[src/logic/pic_pkg.sv]
package pic_pkg;

	localparam int NUM_IRQ = 8;
	localparam int LEVEL_W = 3;
	localparam int BASE_W  = 5;

	// OCW2 command field.
	localparam logic [2:0] EOI_NONSPEC = 3'b001;
	localparam logic [2:0] EOI_SPEC    = 3'b011;

	// Byte written by the host, read according to address and sequence state.
	typedef union packed {
		struct packed {
			logic [2:0] addr_hi;  // 8080 only, ignored.
			logic       marker;
			logic       ltim;
			logic       adi;
			logic       sngl;
			logic       ic4;
		} icw1;
		struct packed {
			logic [BASE_W-1:0]  base;
			logic [7-BASE_W:0]  addr_lo;
		} icw2;
		struct packed {
			logic [5:0] rsvd;
			logic       aeoi;
			logic       upm;
		} icw4;
		struct packed {
			logic [2:0]         eoi_cmd;
			logic [1:0]         rsvd;
			logic [LEVEL_W-1:0] level;
		} ocw2;
		struct packed {
			logic [3:0] rsvd;
			logic       marker;
			logic       poll;
			logic       rr;
			logic       ris;
		} ocw3;
	} cmd_word_u;

	typedef enum logic [1:0] {
		INIT_READY,
		INIT_WAIT_ICW2,
		INIT_WAIT_ICW4
	} init_state_e;

	typedef enum logic [2:0] {
		ACK_IDLE,
		ACK_FIRST_LOW,
		ACK_BETWEEN,
		ACK_SECOND_LOW,
		ACK_POLL_WAIT
	} ack_state_e;

endpackage

[src/logic/pic_ifs.sv]
`timescale 1ns/10ps

interface pic_write_if import pic_pkg::*; ();

	logic      icw1_wr;
	logic      icw2_wr;
	logic      icw4_wr;
	logic      ocw1_wr;
	logic      ocw2_wr;
	logic      ocw3_wr;
	cmd_word_u word;  // Valid with any strobe.

	modport sequencer (
		output icw1_wr, icw2_wr, icw4_wr, ocw1_wr, ocw2_wr, ocw3_wr, word
	);

	modport receiver (
		input icw1_wr, icw2_wr, icw4_wr, ocw1_wr, ocw2_wr, ocw3_wr, word
	);

endinterface

interface pic_config_if import pic_pkg::*; ();

	logic [BASE_W-1:0]  vector_base;
	logic               level_mode;
	logic               auto_eoi;
	logic [NUM_IRQ-1:0] mask;
	logic               read_isr;

	modport source (output vector_base, level_mode, auto_eoi, mask, read_isr);
	modport receiver (input vector_base, level_mode, auto_eoi, mask, read_isr);

endinterface

[src/logic/init_sequencer.sv]
`timescale 1ns/10ps

module init_sequencer import pic_pkg::*; (
	input  logic           clk,
	input  logic           rst_n,
	input  logic           wr,
	input  logic           a0,
	input  logic [7:0]     din,
	pic_write_if.sequencer wr_bus
);

	init_state_e state;
	init_state_e state_next;
	cmd_word_u   cmd;
	logic        ic4_q;    // ICW4 will follow ICW2.
	logic        cmd_wr;
	logic        data_wr;

	assign cmd     = din;
	assign cmd_wr  = wr & ~a0;
	assign data_wr = wr & a0;

	assign wr_bus.word    = cmd;
	assign wr_bus.icw1_wr = cmd_wr & cmd.icw1.marker;  // Restarts from any state.
	assign wr_bus.icw2_wr = data_wr & (state == INIT_WAIT_ICW2);
	assign wr_bus.icw4_wr = data_wr & (state == INIT_WAIT_ICW4);
	assign wr_bus.ocw1_wr = data_wr & (state == INIT_READY);
	assign wr_bus.ocw2_wr = cmd_wr & ~cmd.icw1.marker & ~cmd.ocw3.marker & (state == INIT_READY);
	assign wr_bus.ocw3_wr = cmd_wr & ~cmd.icw1.marker & cmd.ocw3.marker & (state == INIT_READY);

	always_comb
	begin
		state_next = state;
		if (wr_bus.icw1_wr)
			state_next = INIT_WAIT_ICW2;
		else if (wr_bus.icw2_wr)
			state_next = ic4_q ? INIT_WAIT_ICW4 : INIT_READY;
		else if (wr_bus.icw4_wr)
			state_next = INIT_READY;
	end

	always_ff @(posedge clk)
	begin
		if (!rst_n)
		begin
			state <= INIT_READY;
			ic4_q <= 1'b0;
		end
		else
		begin
			state <= state_next;
			if (wr_bus.icw1_wr)
				ic4_q <= cmd.icw1.ic4;
		end
	end

endmodule

[src/logic/config_regs.sv]
`timescale 1ns/10ps

module config_regs (
	input  logic          clk,
	input  logic          rst_n,
	pic_write_if.receiver wr_bus,
	pic_config_if.source  cfg
);

	always_ff @(posedge clk)
	begin
		if (!rst_n)
		begin
			cfg.vector_base <= '0;
			cfg.level_mode  <= 1'b0;  // Edge triggered.
			cfg.auto_eoi    <= 1'b0;
			cfg.mask        <= '0;
			cfg.read_isr    <= 1'b0;
		end
		else
		begin
			if (wr_bus.icw1_wr)
			begin
				cfg.level_mode <= wr_bus.word.icw1.ltim;
				cfg.auto_eoi   <= 1'b0;
				cfg.mask       <= '0;
				cfg.read_isr   <= 1'b0;  // Back to IRR reads.
			end
			if (wr_bus.icw2_wr)
				cfg.vector_base <= wr_bus.word.icw2.base;
			if (wr_bus.icw4_wr)
				cfg.auto_eoi <= wr_bus.word.icw4.aeoi;
			if (wr_bus.ocw1_wr)
				cfg.mask <= wr_bus.word;
			if (wr_bus.ocw3_wr && wr_bus.word.ocw3.rr)
				cfg.read_isr <= wr_bus.word.ocw3.ris;
		end
	end

endmodule

[src/logic/irq_request.sv]
`timescale 1ns/10ps

module irq_request import pic_pkg::*; #(
	parameter int NUM_IRQ = pic_pkg::NUM_IRQ
) (
	input  logic                clk,
	input  logic                rst_n,
	input  logic [NUM_IRQ-1:0]  irq,
	pic_write_if.receiver       wr_bus,
	pic_config_if.receiver      cfg,
	input  logic                ack_set,
	input  logic [LEVEL_W-1:0]  ack_level,
	output logic [NUM_IRQ-1:0]  irr
);

	logic [NUM_IRQ-1:0] irq_prev;

	always_ff @(posedge clk)
	begin
		if (!rst_n)
		begin
			irq_prev <= '0;
			irr      <= '0;
		end
		else
		begin
			irq_prev <= irq;
			if (wr_bus.icw1_wr)
				irr <= '0;
			else
			begin
				for (int i = 0; i < NUM_IRQ; i++)
				begin
					if (ack_set && ack_level == LEVEL_W'(i))
						irr[i] <= 1'b0;  // Taken into service.
					else if (cfg.level_mode)
						irr[i] <= irq[i];
					else if (irq[i] && !irq_prev[i])
						irr[i] <= 1'b1;
				end
			end
		end
	end

endmodule

[src/logic/priority_resolver.sv]
`timescale 1ns/10ps

module priority_resolver import pic_pkg::*; #(
	parameter int NUM_IRQ = pic_pkg::NUM_IRQ
) (
	input  logic                clk,
	input  logic                rst_n,
	input  logic [NUM_IRQ-1:0]  irr,
	input  logic [NUM_IRQ-1:0]  isr,
	pic_config_if.receiver      cfg,
	output logic                req_valid,
	output logic [LEVEL_W-1:0]  req_level,
	output logic                int_out
);

	logic [NUM_IRQ-1:0] pending;
	logic               found;
	logic               blocked;  // Equal or higher level in service.

	assign pending = irr & ~cfg.mask[NUM_IRQ-1:0];

	// IR0 wins.
	always_comb
	begin
		found     = 1'b0;
		blocked   = 1'b0;
		req_level = '0;
		for (int i = 0; i < NUM_IRQ; i++)
		begin
			if (!found && isr[i])
				blocked = 1'b1;
			if (!found && pending[i])
			begin
				found     = 1'b1;
				req_level = LEVEL_W'(i);
			end
		end
		req_valid = found & ~blocked;
	end

	always_ff @(posedge clk)
	begin
		if (!rst_n)
			int_out <= 1'b0;
		else
			int_out <= req_valid;
	end

endmodule

[src/logic/in_service.sv]
`timescale 1ns/10ps

module in_service import pic_pkg::*; #(
	parameter int NUM_IRQ = pic_pkg::NUM_IRQ
) (
	input  logic                clk,
	input  logic                rst_n,
	pic_write_if.receiver       wr_bus,
	input  logic                ack_set,
	input  logic [LEVEL_W-1:0]  ack_level,
	input  logic                aeoi_clear,
	output logic [NUM_IRQ-1:0]  isr
);

	logic [NUM_IRQ-1:0] top_bit;  // Lowest set bit, one hot.
	logic [NUM_IRQ-1:0] set_vec;
	logic [NUM_IRQ-1:0] clr_vec;

	assign top_bit = isr & (~isr + 1'b1);

	always_comb
	begin
		set_vec = '0;
		clr_vec = '0;
		if (aeoi_clear)
			clr_vec = top_bit;
		if (wr_bus.ocw2_wr && wr_bus.word.ocw2.eoi_cmd == EOI_NONSPEC)
			clr_vec = clr_vec | top_bit;
		for (int i = 0; i < NUM_IRQ; i++)
		begin
			if (ack_set && ack_level == LEVEL_W'(i))
				set_vec[i] = 1'b1;
			if (wr_bus.ocw2_wr && wr_bus.word.ocw2.eoi_cmd == EOI_SPEC &&
				wr_bus.word.ocw2.level == LEVEL_W'(i))
				clr_vec[i] = 1'b1;
		end
	end

	always_ff @(posedge clk)
	begin
		if (!rst_n)
			isr <= '0;
		else if (wr_bus.icw1_wr)
			isr <= '0;
		else
			isr <= (isr & ~clr_vec) | set_vec;
	end

endmodule

[src/logic/ack_sequencer.sv]
`timescale 1ns/10ps

module ack_sequencer import pic_pkg::*; #(
	parameter int NUM_IRQ = pic_pkg::NUM_IRQ
) (
	input  logic                clk,
	input  logic                rst_n,
	input  logic                inta_n,
	input  logic                rd,
	input  logic                a0,
	pic_write_if.receiver       wr_bus,
	pic_config_if.receiver      cfg,
	input  logic [NUM_IRQ-1:0]  irr,
	input  logic [NUM_IRQ-1:0]  isr,
	input  logic                req_valid,
	input  logic [LEVEL_W-1:0]  req_level,
	output logic                ack_set,
	output logic [LEVEL_W-1:0]  ack_level,
	output logic                aeoi_clear,
	output logic [7:0]          dout,
	output logic                dout_en
);

	ack_state_e         state;
	ack_state_e         state_next;
	logic               inta_prev;
	logic               rd_prev;
	logic               inta_fall;
	logic               inta_rise;
	logic               rd_rise;
	logic               rd_fall;
	logic               capture;
	logic               arm_poll;
	logic               valid_q;   // A request was taken at capture.
	logic [LEVEL_W-1:0] level_q;
	logic               poll_hit;
	logic [LEVEL_W-1:0] poll_level;
	logic               vec_out;

	assign inta_fall = inta_prev & ~inta_n;
	assign inta_rise = ~inta_prev & inta_n;
	assign rd_rise   = ~rd_prev & rd;
	assign rd_fall   = rd_prev & ~rd;

	assign capture  = (state == ACK_IDLE && inta_fall) || (state == ACK_POLL_WAIT && rd_rise);
	assign arm_poll = state == ACK_IDLE && !inta_fall && wr_bus.ocw3_wr && wr_bus.word.ocw3.poll;

	assign ack_set = (state == ACK_IDLE && inta_fall && req_valid) ||
		(state == ACK_POLL_WAIT && rd_fall && valid_q);
	assign ack_level  = (state == ACK_POLL_WAIT) ? level_q : req_level;
	assign aeoi_clear = state == ACK_SECOND_LOW && inta_rise && cfg.auto_eoi && valid_q;

	// Live request in the cycle rd rises, held value after.
	assign poll_hit   = rd_rise ? req_valid : valid_q;
	assign poll_level = rd_rise ? req_level : level_q;
	assign vec_out    = ~inta_n && (state == ACK_BETWEEN || state == ACK_SECOND_LOW);

	always_comb
	begin
		state_next = state;
		case (state)
			ACK_IDLE:
				if (inta_fall)
					state_next = ACK_FIRST_LOW;
				else if (arm_poll)
					state_next = ACK_POLL_WAIT;
			ACK_FIRST_LOW:
				if (inta_rise)
					state_next = ACK_BETWEEN;
			ACK_BETWEEN:
				if (inta_fall)
					state_next = ACK_SECOND_LOW;
			ACK_SECOND_LOW:
				if (inta_rise)
					state_next = ACK_IDLE;
			ACK_POLL_WAIT:
				if (rd_fall)
					state_next = ACK_IDLE;
			default:
				state_next = ACK_IDLE;
		endcase
	end

	always_comb
	begin
		dout_en = 1'b0;
		dout    = '0;
		if (vec_out)
		begin
			dout_en = 1'b1;
			dout    = {cfg.vector_base, level_q};
		end
		else if (rd && state == ACK_POLL_WAIT)
		begin
			dout_en = 1'b1;
			if (poll_hit)
				dout = {1'b1, 4'b0000, poll_level};
		end
		else if (rd)
		begin
			dout_en = 1'b1;
			if (a0)
				dout = cfg.mask;
			else if (cfg.read_isr)
				dout = 8'(isr);
			else
				dout = 8'(irr);
		end
	end

	always_ff @(posedge clk)
	begin
		if (!rst_n)
		begin
			state     <= ACK_IDLE;
			inta_prev <= 1'b1;
			rd_prev   <= 1'b0;
			valid_q   <= 1'b0;
		end
		else
		begin
			state     <= state_next;
			inta_prev <= inta_n;
			rd_prev   <= rd;
			if (capture)
				valid_q <= req_valid;
			else if (arm_poll)
				valid_q <= 1'b0;  // Nothing taken until rd rises.
		end
	end

	always_ff @(posedge clk)
	begin
		if (capture)
			level_q <= req_level;
	end

endmodule

[src/logic/pic_top.sv]
`timescale 1ns/10ps

module pic_top import pic_pkg::*; #(
	parameter int NUM_IRQ = pic_pkg::NUM_IRQ
) (
	input  logic               clk,
	input  logic               rst_n,
	input  logic               wr,
	input  logic               a0,
	input  logic [7:0]         din,
	input  logic               rd,
	output logic [7:0]         dout,
	output logic               dout_en,
	input  logic [NUM_IRQ-1:0] irq,
	input  logic               inta_n,
	output logic               int_out
);

	logic [NUM_IRQ-1:0] irr;
	logic [NUM_IRQ-1:0] isr;
	logic               req_valid;
	logic [LEVEL_W-1:0] req_level;
	logic               ack_set;
	logic [LEVEL_W-1:0] ack_level;
	logic               aeoi_clear;

	pic_write_if  wr_bus ();
	pic_config_if cfg ();

	init_sequencer u_init_sequencer (
		.clk    (clk),
		.rst_n  (rst_n),
		.wr     (wr),
		.a0     (a0),
		.din    (din),
		.wr_bus (wr_bus.sequencer)
	);

	config_regs u_config_regs (
		.clk    (clk),
		.rst_n  (rst_n),
		.wr_bus (wr_bus.receiver),
		.cfg    (cfg.source)
	);

	irq_request #(.NUM_IRQ(NUM_IRQ)) u_irq_request (
		.clk       (clk),
		.rst_n     (rst_n),
		.irq       (irq),
		.wr_bus    (wr_bus.receiver),
		.cfg       (cfg.receiver),
		.ack_set   (ack_set),
		.ack_level (ack_level),
		.irr       (irr)
	);

	priority_resolver #(.NUM_IRQ(NUM_IRQ)) u_priority_resolver (
		.clk       (clk),
		.rst_n     (rst_n),
		.irr       (irr),
		.isr       (isr),
		.cfg       (cfg.receiver),
		.req_valid (req_valid),
		.req_level (req_level),
		.int_out   (int_out)
	);

	in_service #(.NUM_IRQ(NUM_IRQ)) u_in_service (
		.clk        (clk),
		.rst_n      (rst_n),
		.wr_bus     (wr_bus.receiver),
		.ack_set    (ack_set),
		.ack_level  (ack_level),
		.aeoi_clear (aeoi_clear),
		.isr        (isr)
	);

	ack_sequencer #(.NUM_IRQ(NUM_IRQ)) u_ack_sequencer (
		.clk        (clk),
		.rst_n      (rst_n),
		.inta_n     (inta_n),
		.rd         (rd),
		.a0         (a0),
		.wr_bus     (wr_bus.receiver),
		.cfg        (cfg.receiver),
		.irr        (irr),
		.isr        (isr),
		.req_valid  (req_valid),
		.req_level  (req_level),
		.ack_set    (ack_set),
		.ack_level  (ack_level),
		.aeoi_clear (aeoi_clear),
		.dout       (dout),
		.dout_en    (dout_en)
	);

endmodule

[config.mk]
export PLATFORM = sky130hd
export DESIGN_NAME = pic_top
export DESIGN_NICKNAME = d
export VERILOG_FILES = /design/src/logic/pic_pkg.sv /design/src/logic/pic_ifs.sv /design/src/logic/init_sequencer.sv /design/src/logic/config_regs.sv /design/src/logic/irq_request.sv /design/src/logic/priority_resolver.sv /design/src/logic/in_service.sv /design/src/logic/ack_sequencer.sv /design/src/logic/pic_top.sv
export SDC_FILE = /design/constraint.sdc
export NUM_CORES = 1
export LEC_CHECK = 0
export ABC_AREA = 0
export BUFFER_PORTS_ARGS = -buffer_cell sky130_fd_sc_hd__buf_4
export CORE_MARGIN = 8
export CORE_UTILIZATION = 50
export CTS_CLUSTER_SIZE = 20
export DETAILED_ROUTE_END_ITERATION = 12
export PLACE_DENSITY = 0.8
export SLEW_MARGIN = 40
export SYNTH_ARGS = -nofsm -noshare
export SYNTH_HDL_FRONTEND = slang
export SYNTH_HIERARCHICAL = 1
export SYNTH_SLANG_ARGS = --single-unit
export TNS_END_PERCENT = 20
[constraint.sdc]
create_clock -name clk -period 6.4 [get_ports clk]
set_clock_uncertainty 0.1 [all_clocks]
set_input_delay 0.64 -clock clk [delete_from_list [all_inputs] [get_ports clk]]
set_output_delay 0.64 -clock clk [all_outputs]
set_load 0.01 [all_outputs]
Yosys cells after proc, flatten, opt, wreduce, memory -nomap -nowiden. Cells that the tools add are included.

Register bits: 53. Output and inout bits: 10. Word-level logic and storage cells: 273.

Add/sub/neg operators: 1. Equal/unequal tests: 27. Muxes and demuxes: 87. Bitwise logic cells: 33. Reductions and logical operators: 101.

Operators by type and width (number): $mux 8 (10); $mux 1 (59); $logic_and 1x1->1 (54); $mux 3 (12); $eq 3x3->1 const B (9); $reduce_bool 2->1 (13); $and 8x8->8 (3); $not 8->8 (3); $reduce_or 3->1 (8); $eq 3x2->1 const B (7); $and 1x1->1 (16); $logic_not 1->1 (16); $or 8x8->8 (2); $pmux 3 s5 (1); $eq 3x1->1 const B (4); $mux 2 (5); $logic_not 3->1 (3); $not 1->1 (9); $add 8x1->8 const B (1); $ne 2x1->1 const B (4); $reduce_and 5->1 (1); $logic_or 1x1->1 (3); $ne 3x1->1 const B (1); $reduce_bool 3->1 (1); other kinds (4) (4).

Depth between registers and ports, before layout. Gate-level depths: netlist (run 1).

Depth after elaboration: 31. Mapped depth: 9. Depth with buffers taken out: 9.

Cells and area by module. The synthesis (run 1) kept the hierarchy.

Modules (own cells, without submodules): ack_sequencer (times used 1, cells each 93, area an instance 855.8 µm², seq. area each 210.2 µm²); irq_request (times used 1, cells each 64, area an instance 684.4 µm², seq. area each 320.3 µm²); config_regs (times used 1, cells each 64, area an instance 656.9 µm², seq. area each 320.3 µm²); in_service (times used 1, cells each 52, area an instance 462.9 µm², seq. area each 160.2 µm²); init_sequencer (times used 1, cells each 30, area an instance 244.0 µm², seq. area each 60.1 µm²); priority_resolver (times used 1, cells each 33, area an instance 221.5 µm², seq. area each 20.0 µm²).

Worst setup path before layout (run 1). No wires, ideal clock.

Kind: register -> output. Start: reg u_irq_request.irr[1]. End: out dout[7]. Arrival: 1.673 ns. Data required time: 5.660 ns. Slack: 3.987 ns. Cell stages (with the launch flop): 8. Path through: dfxtp_1 > nor2b_1 > nand4b_1 > o31ai_1 > a21oi_1 > mux2_2 > a32oi_1 > o21ai_0.

Longest elaborated chain between the ends: 27.

RTL lines: start: declaration (line irq_request.sv:13) `output logic [NUM_IRQ-1:0] irr`; start signal: indexed assignment (line irq_request.sv:37) `irr[i] <= irq[i];`; $and 8x8->8 (*) (line priority_resolver.sv:20) `assign pending = irr & ~cfg.mask[NUM_IRQ-1:0];`; $logic_and 1x1->1 (*) (line priority_resolver.sv:32) `if (!found && pending[i])`; $mux 1 (*) (line priority_resolver.sv:32); $logic_not 1->1 (line priority_resolver.sv:30, priority_resolver.sv:32); $logic_and 1x1->1 (line priority_resolver.sv:32); $mux 1 (line priority_resolver.sv:32); $logic_not 1->1 (line priority_resolver.sv:30, priority_resolver.sv:32); $logic_and 1x1->1 (line priority_resolver.sv:32); [12 not listed]; $mux 1 (line priority_resolver.sv:30) `if (!found && isr[i])`; $not 1->1 (line priority_resolver.sv:38) `req_valid = found & ~blocked;`; $and 1x1->1 (*) (line priority_resolver.sv:38); named net req_valid (line pic_top.sv:21) `logic req_valid;`; $mux 1 (*) (line ack_sequencer.sv:54) `assign poll_hit = rd_rise ? req_valid : valid_q;`; $mux 8 (*) (line ack_sequencer.sv:96) `if (poll_hit)`; $mux 8 (*) (line ack_sequencer.sv:93) `else if (rd && state == ACK_POLL_WAIT)`; $mux 8 (*) (line ack_sequencer.sv:88) `if (vec_out)`; end: declaration (line pic_top.sv:12) `output logic [7:0] dout,`.

Mark *: on every way through the listed nets, which the timed path passes. The rest lies on a longest branch.

Worst setup path in the final report (run 1). Ends and elaborated chain as after synthesis.

==> impl_metrics.csv, run 1 <==
group,metric,value,unit
die,start_util,50.4,%
synth,synth_nets,358,
routing,postRouteAntennaNets,0,
cts,cts_root_buf,"clkbuf_8",
routing,firstDrtPassIters,5,
worst_setup_path,endpoint_kind,"primary output",
worst_setup_path,path_class,"reg2out",
sta,setup-violations-final,0,
placed_design,portBuffers,31,
final_layout,area_growth,8.89,%
synth,ys.flop_type,"dfxtp_1",
final_layout,finish.utilization,54.8,%
sta,worst_pin_slew,0.600,ns
cts,cts_tree,"done",
routing,routedWlPerCell,17.6,um
synth,ys_seq_area_share,34.9,%
synth,synth_area,0.00313,mm2
cts,path_clk_slew,0.09,ns
worst_setup_path,crit_start,"u_irq_request/irr[1]",
final_layout,n_fill_cell,546,
status,outcome,"complete, no violations",
synth,syn_avg_cell_area,9.30,um2
final_layout,multi_input_area,0.00182,mm2
power,leakage,1.24,nW
placed_design,dp_cells,422,
synth,synth-async-reset-ratio,0,%
sta,finalCriticalPeriod,3.06,ns
synth,ys_types,69,
worst_setup_path,worstPathMaxFanout,4,
cts,ctsHtreeMaxLevel,2,
die,die_y,95.1,um
worst_setup_path,slowest_delay,0.40,ns
final_layout,drive_above_1_share,21.0,%
global_route,grt_max_degree,38,
final_layout,n_antenna_cell,0,
final_layout,fin_cells,430,
cts,numCtsBuffers,5,
cts,cts_buffer_depth,2,
sta,rsz0062_at_grt,"false",
sta,hold_viol_final,0,
power,max-vdd-ir-drop,0.000156,V
sta,fmax,327,MHz
worst_setup_path,crit_slowest_cell,"o31ai_1",
final_layout,seq_area,0.00109,mm2
synth,synth_seq_cells,53,
global_route,grt_pass1_vias,2452,
worst_setup_path,arrival,2.32,ns
sta,timing.final.crit_share,47.8,%
routing,drc,0,
worst_setup_path,reg2reg_depth,8,
global_route,grt_util_met1,22.0,%
cts,cts_setup_buffers,0,
cts,cts.sinks,53,
routing,dr.first_iter.drc_count,257,
flow_run,cap_violations,0,
synth,postSynthCellCount,336,
power,pwr_density_cell,219,mW/mm2
global_route,antenna_found_initial,0,
placed_design,gp_congestion,0.903,
synth,synth_edf_count,3,
global_route,grt_usage,17.1,%
final_layout,nets,374,
global_route,grtUsageMet3,2.76,%
cts,ctsHoldBuffers,0,
synth,ys_warn_count,6,
global_route,grt-busiest-layer,"met2",
routing,num_vias,2611,
cts,cts_resized,0,
global_route,use_met2,27.8,%
die,rows,29,
placed_design,dp_hpwl,5.65,mm
die,dieArea,0.00904,mm2
worst_setup_path,cp-start-kind,"register",
die,core,0.00620,mm2
cts,clock_latency,0.31,ns
global_route,grt_pass1_wl,12.3,mm
sta,fin_tns_setup,0,ns
worst_setup_path,path_cells,"nor2b_1 -> nand4b_1 -> o31ai_1 -> a21oi_1 -> mux2_2 -> a32oi_1 -> o21ai_0 -> buf_4",
routing,vias_per_cell,6.07,
die,ios,32,
worst_setup_path,r2r-end,"u_irq_request/irr[3]",
worst_setup_path,r2r_setup_slack,3.74,ns
worst_setup_path,crit_required,5.66,ns
worst_setup_path,r2r-start,"u_irq_request/irr[7]",
min_path,hold_path.class,"reg2reg",
worst_setup_path,crit_path_end,"dout[7]",
sta,max_slew_margin,59.9,%
routing,wl,7.56,mm
sta,slew_viol_final,0,
global_route,overflow,0,
die,die_w,95.1,um
-- state kept, by name, summed over array words and instances, names as in the netlist --
signal	count
u_ack_sequencer/inta_prev	1
u_ack_sequencer/level_q	3
u_ack_sequencer/rd_prev	1
u_ack_sequencer/state	3
u_ack_sequencer/valid_q	1
u_config_regs/cfg.auto_eoi	1
u_config_regs/cfg.level_mode	1
u_config_regs/cfg.mask	8
u_config_regs/cfg.read_isr	1
u_config_regs/cfg.vector_base	5
u_in_service/isr	8
u_init_sequencer/ic4_q	1
u_init_sequencer/state	2
u_irq_request/irq_prev	8
u_irq_request/irr	8
u_priority_resolver/int_out	1
-- per-stage QoR --
stage          hold WS (ns)  setup slack (ns)  power (W)  cell area, um2
3_5_place_dp          0.426              3.72   0.000536            3300
2_1_floorplan         0.366              3.99   0.000490            3130
5_1_grt               0.434              3.17   0.000781            3400
6_report              0.433              3.34   0.000747            3400
3_3_place_gp          0.405              3.73   0.000534            3290
4_1_cts               0.439              3.37   0.000746            3400
-- worst min-delay path by stage --
stage                                                 from                                to  slack (ns)  cells past startpoint
after floorplan                 u_config_regs/cfg.read_isr        u_config_regs/cfg.read_isr        0.37                      2
after global placement    u_config_regs/cfg.vector_base[2]  u_config_regs/cfg.vector_base[2]        0.41                      2
after detailed placement              u_irq_request/irr[6]              u_irq_request/irr[6]        0.43                      2
after CTS                                           irq[0]         u_irq_request/irq_prev[0]        0.44                      2
after global routing                                irq[0]         u_irq_request/irq_prev[0]        0.43                      2
final                                 u_irq_request/irr[6]              u_irq_request/irr[6]        0.43                      2
-- Yosys cell counts, types with 7 or more instances --
| master | count | area share [%] |
|---|---|---|
| dfxtp_1 | 50 | 32 |
| nor2b_1 | 26 | 5.2 |
| nand2b_1 | 21 | 4.2 |
| mux2i_1 | 16 | 5.1 |
| a21oi_1 | 15 | 2.4 |
| nand2_1 | 14 | 1.7 |
| inv_1 | 13 | 1.6 |
| and2_1 | 12 | 2.4 |
| nor2_1 | 11 | 1.3 |
| nor3b_1 | 9 | 2.2 |
| buf_4 | 8 | 1.9 |
| mux2_2 | 8 | 2.9 |
| o21ai_0 | 7 | 1.1 |
-- layout by cell type (no fill, tap or decap), types with 7 or more instances in the layout --
cell,Yosys,layout
mux2_2,8,8
nand2_1,14,14
buf_4,8,32
o21ai_0,7,7
nand2b_1,21,21
a21oi_1,15,15
dfxtp_1,50,50
nor2_1,11,11
mux2i_1,16,16
clkbuf_8,0,7
and2_1,12,12
nor2b_1,26,26
nor3b_1,9,8
inv_1,13,13
-- area by class of cell --
| class | instances | area share, % |
|---|---|---|
| clock inverter | 1 | 0.257 |
| clock buffer | 7 | 2.83 |
| timing repair buffer | 32 | 7.06 |
| multi-input combinational | 247 | 53.5 |
| inverter | 13 | 1.43 |
| sequential | 53 | 32.1 |
| tap | 77 | 2.83 |
-- critical path, delay by kind of cell (launching register included) --
kind	cells	cell delay, ns
and+or+nand+nor	2	0.41
DFF	1	0.34
muxes	1	0.29
buffers and inverters	1	0.15
AOI/OAI and AO/OA	4	0.83
-- kinds of logic after synthesis --
family	synth area share, %
XOR/XNOR	0.280
AND/OR/NAND/NOR	30.4
AO/OA/AOI/OAI	19.1
flip-flops	34.9
buffers and inverters	6.97
adder cells (fa/ha/maj)	0.320
multiplexers	8.01
-- power breakdown --
part	internal [W]	switching, W	total, W
sequential	0.000353	0.0000195	0.000372
clock	0.000100	0.000115	0.000215
combinational	0.0000693	0.0000899	0.000159
-- routing by layer --
| layer | up-vias | wire length, um |
|---|---|---|
| met1 | 1244 | 3460 |
| met4 | 0 | 205 |
| li1 | 1257 | - |
| met3 | 16 | 301 |
| met5 | - | 0 |
| met2 | 94 | 3590 |
Power figures use the tool's default switching activity.
==> run 2, diff against run 1 <==
--- a/config.mk
+++ b/config.mk
@@ -11,7 +11,7 @@
 export CORE_UTILIZATION = 50
 export CTS_CLUSTER_SIZE = 20
 export DETAILED_ROUTE_END_ITERATION = 12
-export PLACE_DENSITY = 0.8
+export PLACE_DENSITY = 0.83
 export SLEW_MARGIN = 40
 export SYNTH_ARGS = -nofsm -noshare
 export SYNTH_HDL_FRONTEND = slang
==> constraint.sdc (replaced) <==
create_clock -name clk -period 2.7 [get_ports clk]
set_clock_uncertainty 0.1 [all_clocks]
set_input_delay 0.27 -clock clk [delete_from_list [all_inputs] [get_ports clk]]
set_output_delay 0.27 -clock clk [all_outputs]
set_load 0.01 [all_outputs]
==> impl_metrics.csv, run 2 (synthesized netlist as in run 1, its figures left out) <==
group,metric,value,unit
status,outcome,"complete, no violations",
cts,path_clk_slew,0.09,ns
global_route,overflow,0,
worst_setup_path,path_class,"reg2out",
worst_setup_path,path_cells,"nand2b_1 -> nand4b_1 -> o31ai_4 -> a21oi_2 -> mux2_2 -> a32oi_1 -> o21ai_0 -> buf_4",
sta,timing.final.crit_share,99.2,%
placed_design,dp_hpwl,5.78,mm
sta,finalCriticalPeriod,2.68,ns
placed_design,gp_congestion,0.930,
routing,num_vias,2715,
final_layout,n_antenna_cell,0,
die,dieArea,0.00904,mm2
cts,cts_buffer_depth,2,
power,pwr_density_cell,526,mW/mm2
die,start_util,50.4,%
die,rows,29,
worst_setup_path,endpoint_kind,"primary output",
final_layout,nets,379,
final_layout,drive_above_1_share,24.0,%
sta,max_slew_margin,60.2,%
cts,cts_root_buf,"clkbuf_8",
sta,hold_slack,0.0739,ns
routing,dr.first_iter.drc_count,249,
sta,hold_viol_final,0,
global_route,grt_pass1_wl,12.8,mm
routing,postRouteAntennaNets,0,
sta,slew_viol_final,0,
final_layout,layout_common_cells,"dfxtp_1, buf_4, nor2b_1",
die,ios,32,
die,core,0.00620,mm2
worst_setup_path,r2r_setup_slack,0.13,ns
sta,fin_tns_setup,0,ns
routing,wl,7.97,mm
worst_setup_path,arrival,2.31,ns
cts,ctsHtreeMaxLevel,2,
worst_setup_path,cp-start-kind,"register",
placed_design,portBuffers,31,
power,max-vdd-ir-drop,0.000333,V
global_route,grt_max_degree,38,
worst_setup_path,worstPathMaxFanout,4,
sta,setup-violations-final,0,
die,die_w,95.1,um
routing,routedWlPerCell,18.3,um
worst_setup_path,crit_required,2.33,ns
routing,vias_per_cell,6.24,
sta,worst_pin_slew,0.596,ns
die,die_y,95.1,um
cts,numCtsBuffers,5,
sta,fmax,373,MHz
routing,drc,0,
cts,clock_latency,0.31,ns
flow_run,cap_violations,0,
global_route,grt_usage,18.0,%
final_layout,area_growth,11.5,%
final_layout,final_common_cell,"dfxtp_1",
cts,cts_tree,"done",
global_route,grt_pass1_vias,2650,
worst_setup_path,slowest_delay,0.43,ns
cts,ctsHoldBuffers,0,
global_route,antenna_found_initial,0,
cts,cts.sinks,53,
power,leakage,1.29,nW
min_path,hold_path.class,"in2reg",
routing,firstDrtPassIters,5,
worst_setup_path,crit_slowest_cell,"dfxtp_1",
## run 2: worst paths after layout
path,start,to,depth (start not counted)
worst max register to register,u_config_regs/cfg.mask[7],u_in_service/isr[2],9
worst min-delay path,irq[2],u_irq_request/irq_prev[2],2
worst max-delay path,u_config_regs/cfg.mask[3],dout[7],8
worst min register to register,u_init_sequencer/ic4_q,u_init_sequencer/ic4_q,2
## run 2: critical path, delay by kind of cell, from the launching register on
kind / cells / cell delay [ns]
compound gates: 4 / 0.72
flops: 1 / 0.43
simple gates: 2 / 0.39
mux: 1 / 0.29
buf+inv: 1 / 0.16
## run 2: metrics by stage
| stage | power (W) | instances | setup WS, ns | util, % | cell area [um2] |
|---|---|---|---|---|---|
| detailed placement | 0.00127 | 425 | 0.0284 | 53.4 | 3320 |
| global route | 0.00190 | 435 | -0.0671 | 56.2 | 3490 |
| finish | 0.00183 | 435 | 0.0220 | 56.2 | 3490 |
| floorplan | 0.00116 | 336 | 0.518 | - | 3130 |
| CTS | 0.00179 | 433 | 0.0320 | 55.3 | 3430 |
| global placement | 0.00127 | 425 | 0.179 | 53.4 | 3320 |
## run 2: metal layers
layer	vias to the layer above	part of all wire, %	global-route usage, %
li1	1267	-	-
met3	30	6.8	4.25
met5	-	0	0
met1	1289	41	20.8
met2	129	49	31.2
met4	0	3.4	7.28
## run 2: what timing repair did
| action | CTS | global route |
|---|---|---|
| resized for setup | 1 | 11 |
| pin swaps | 0 | 1 |
| setup buffers | 0 | 2 |
| hold endpoints to repair | 0 | 0 |
| setup endpoints to repair | 4 | 16 |
## run 2: report_power, final
| part | switching [W] | internal (W) | leakage (nW) |
|---|---|---|---|
| combinational | 0.000235 | 0.000187 | 0.791 |
| sequential | 0.0000477 | 0.000837 | 0.440 |
| clock | 0.000260 | 0.000265 | 0.0566 |
## run 2: layout make-up
cell class | instances | area (um2)
inverter | 13 | 48.8
multi-input combinational | 247 | 1860
tap | 77 | 96.3
clock buffer | 8 | 111
fill | 538 | 2720
sequential | 53 | 1090
timing repair buffer | 37 | 278
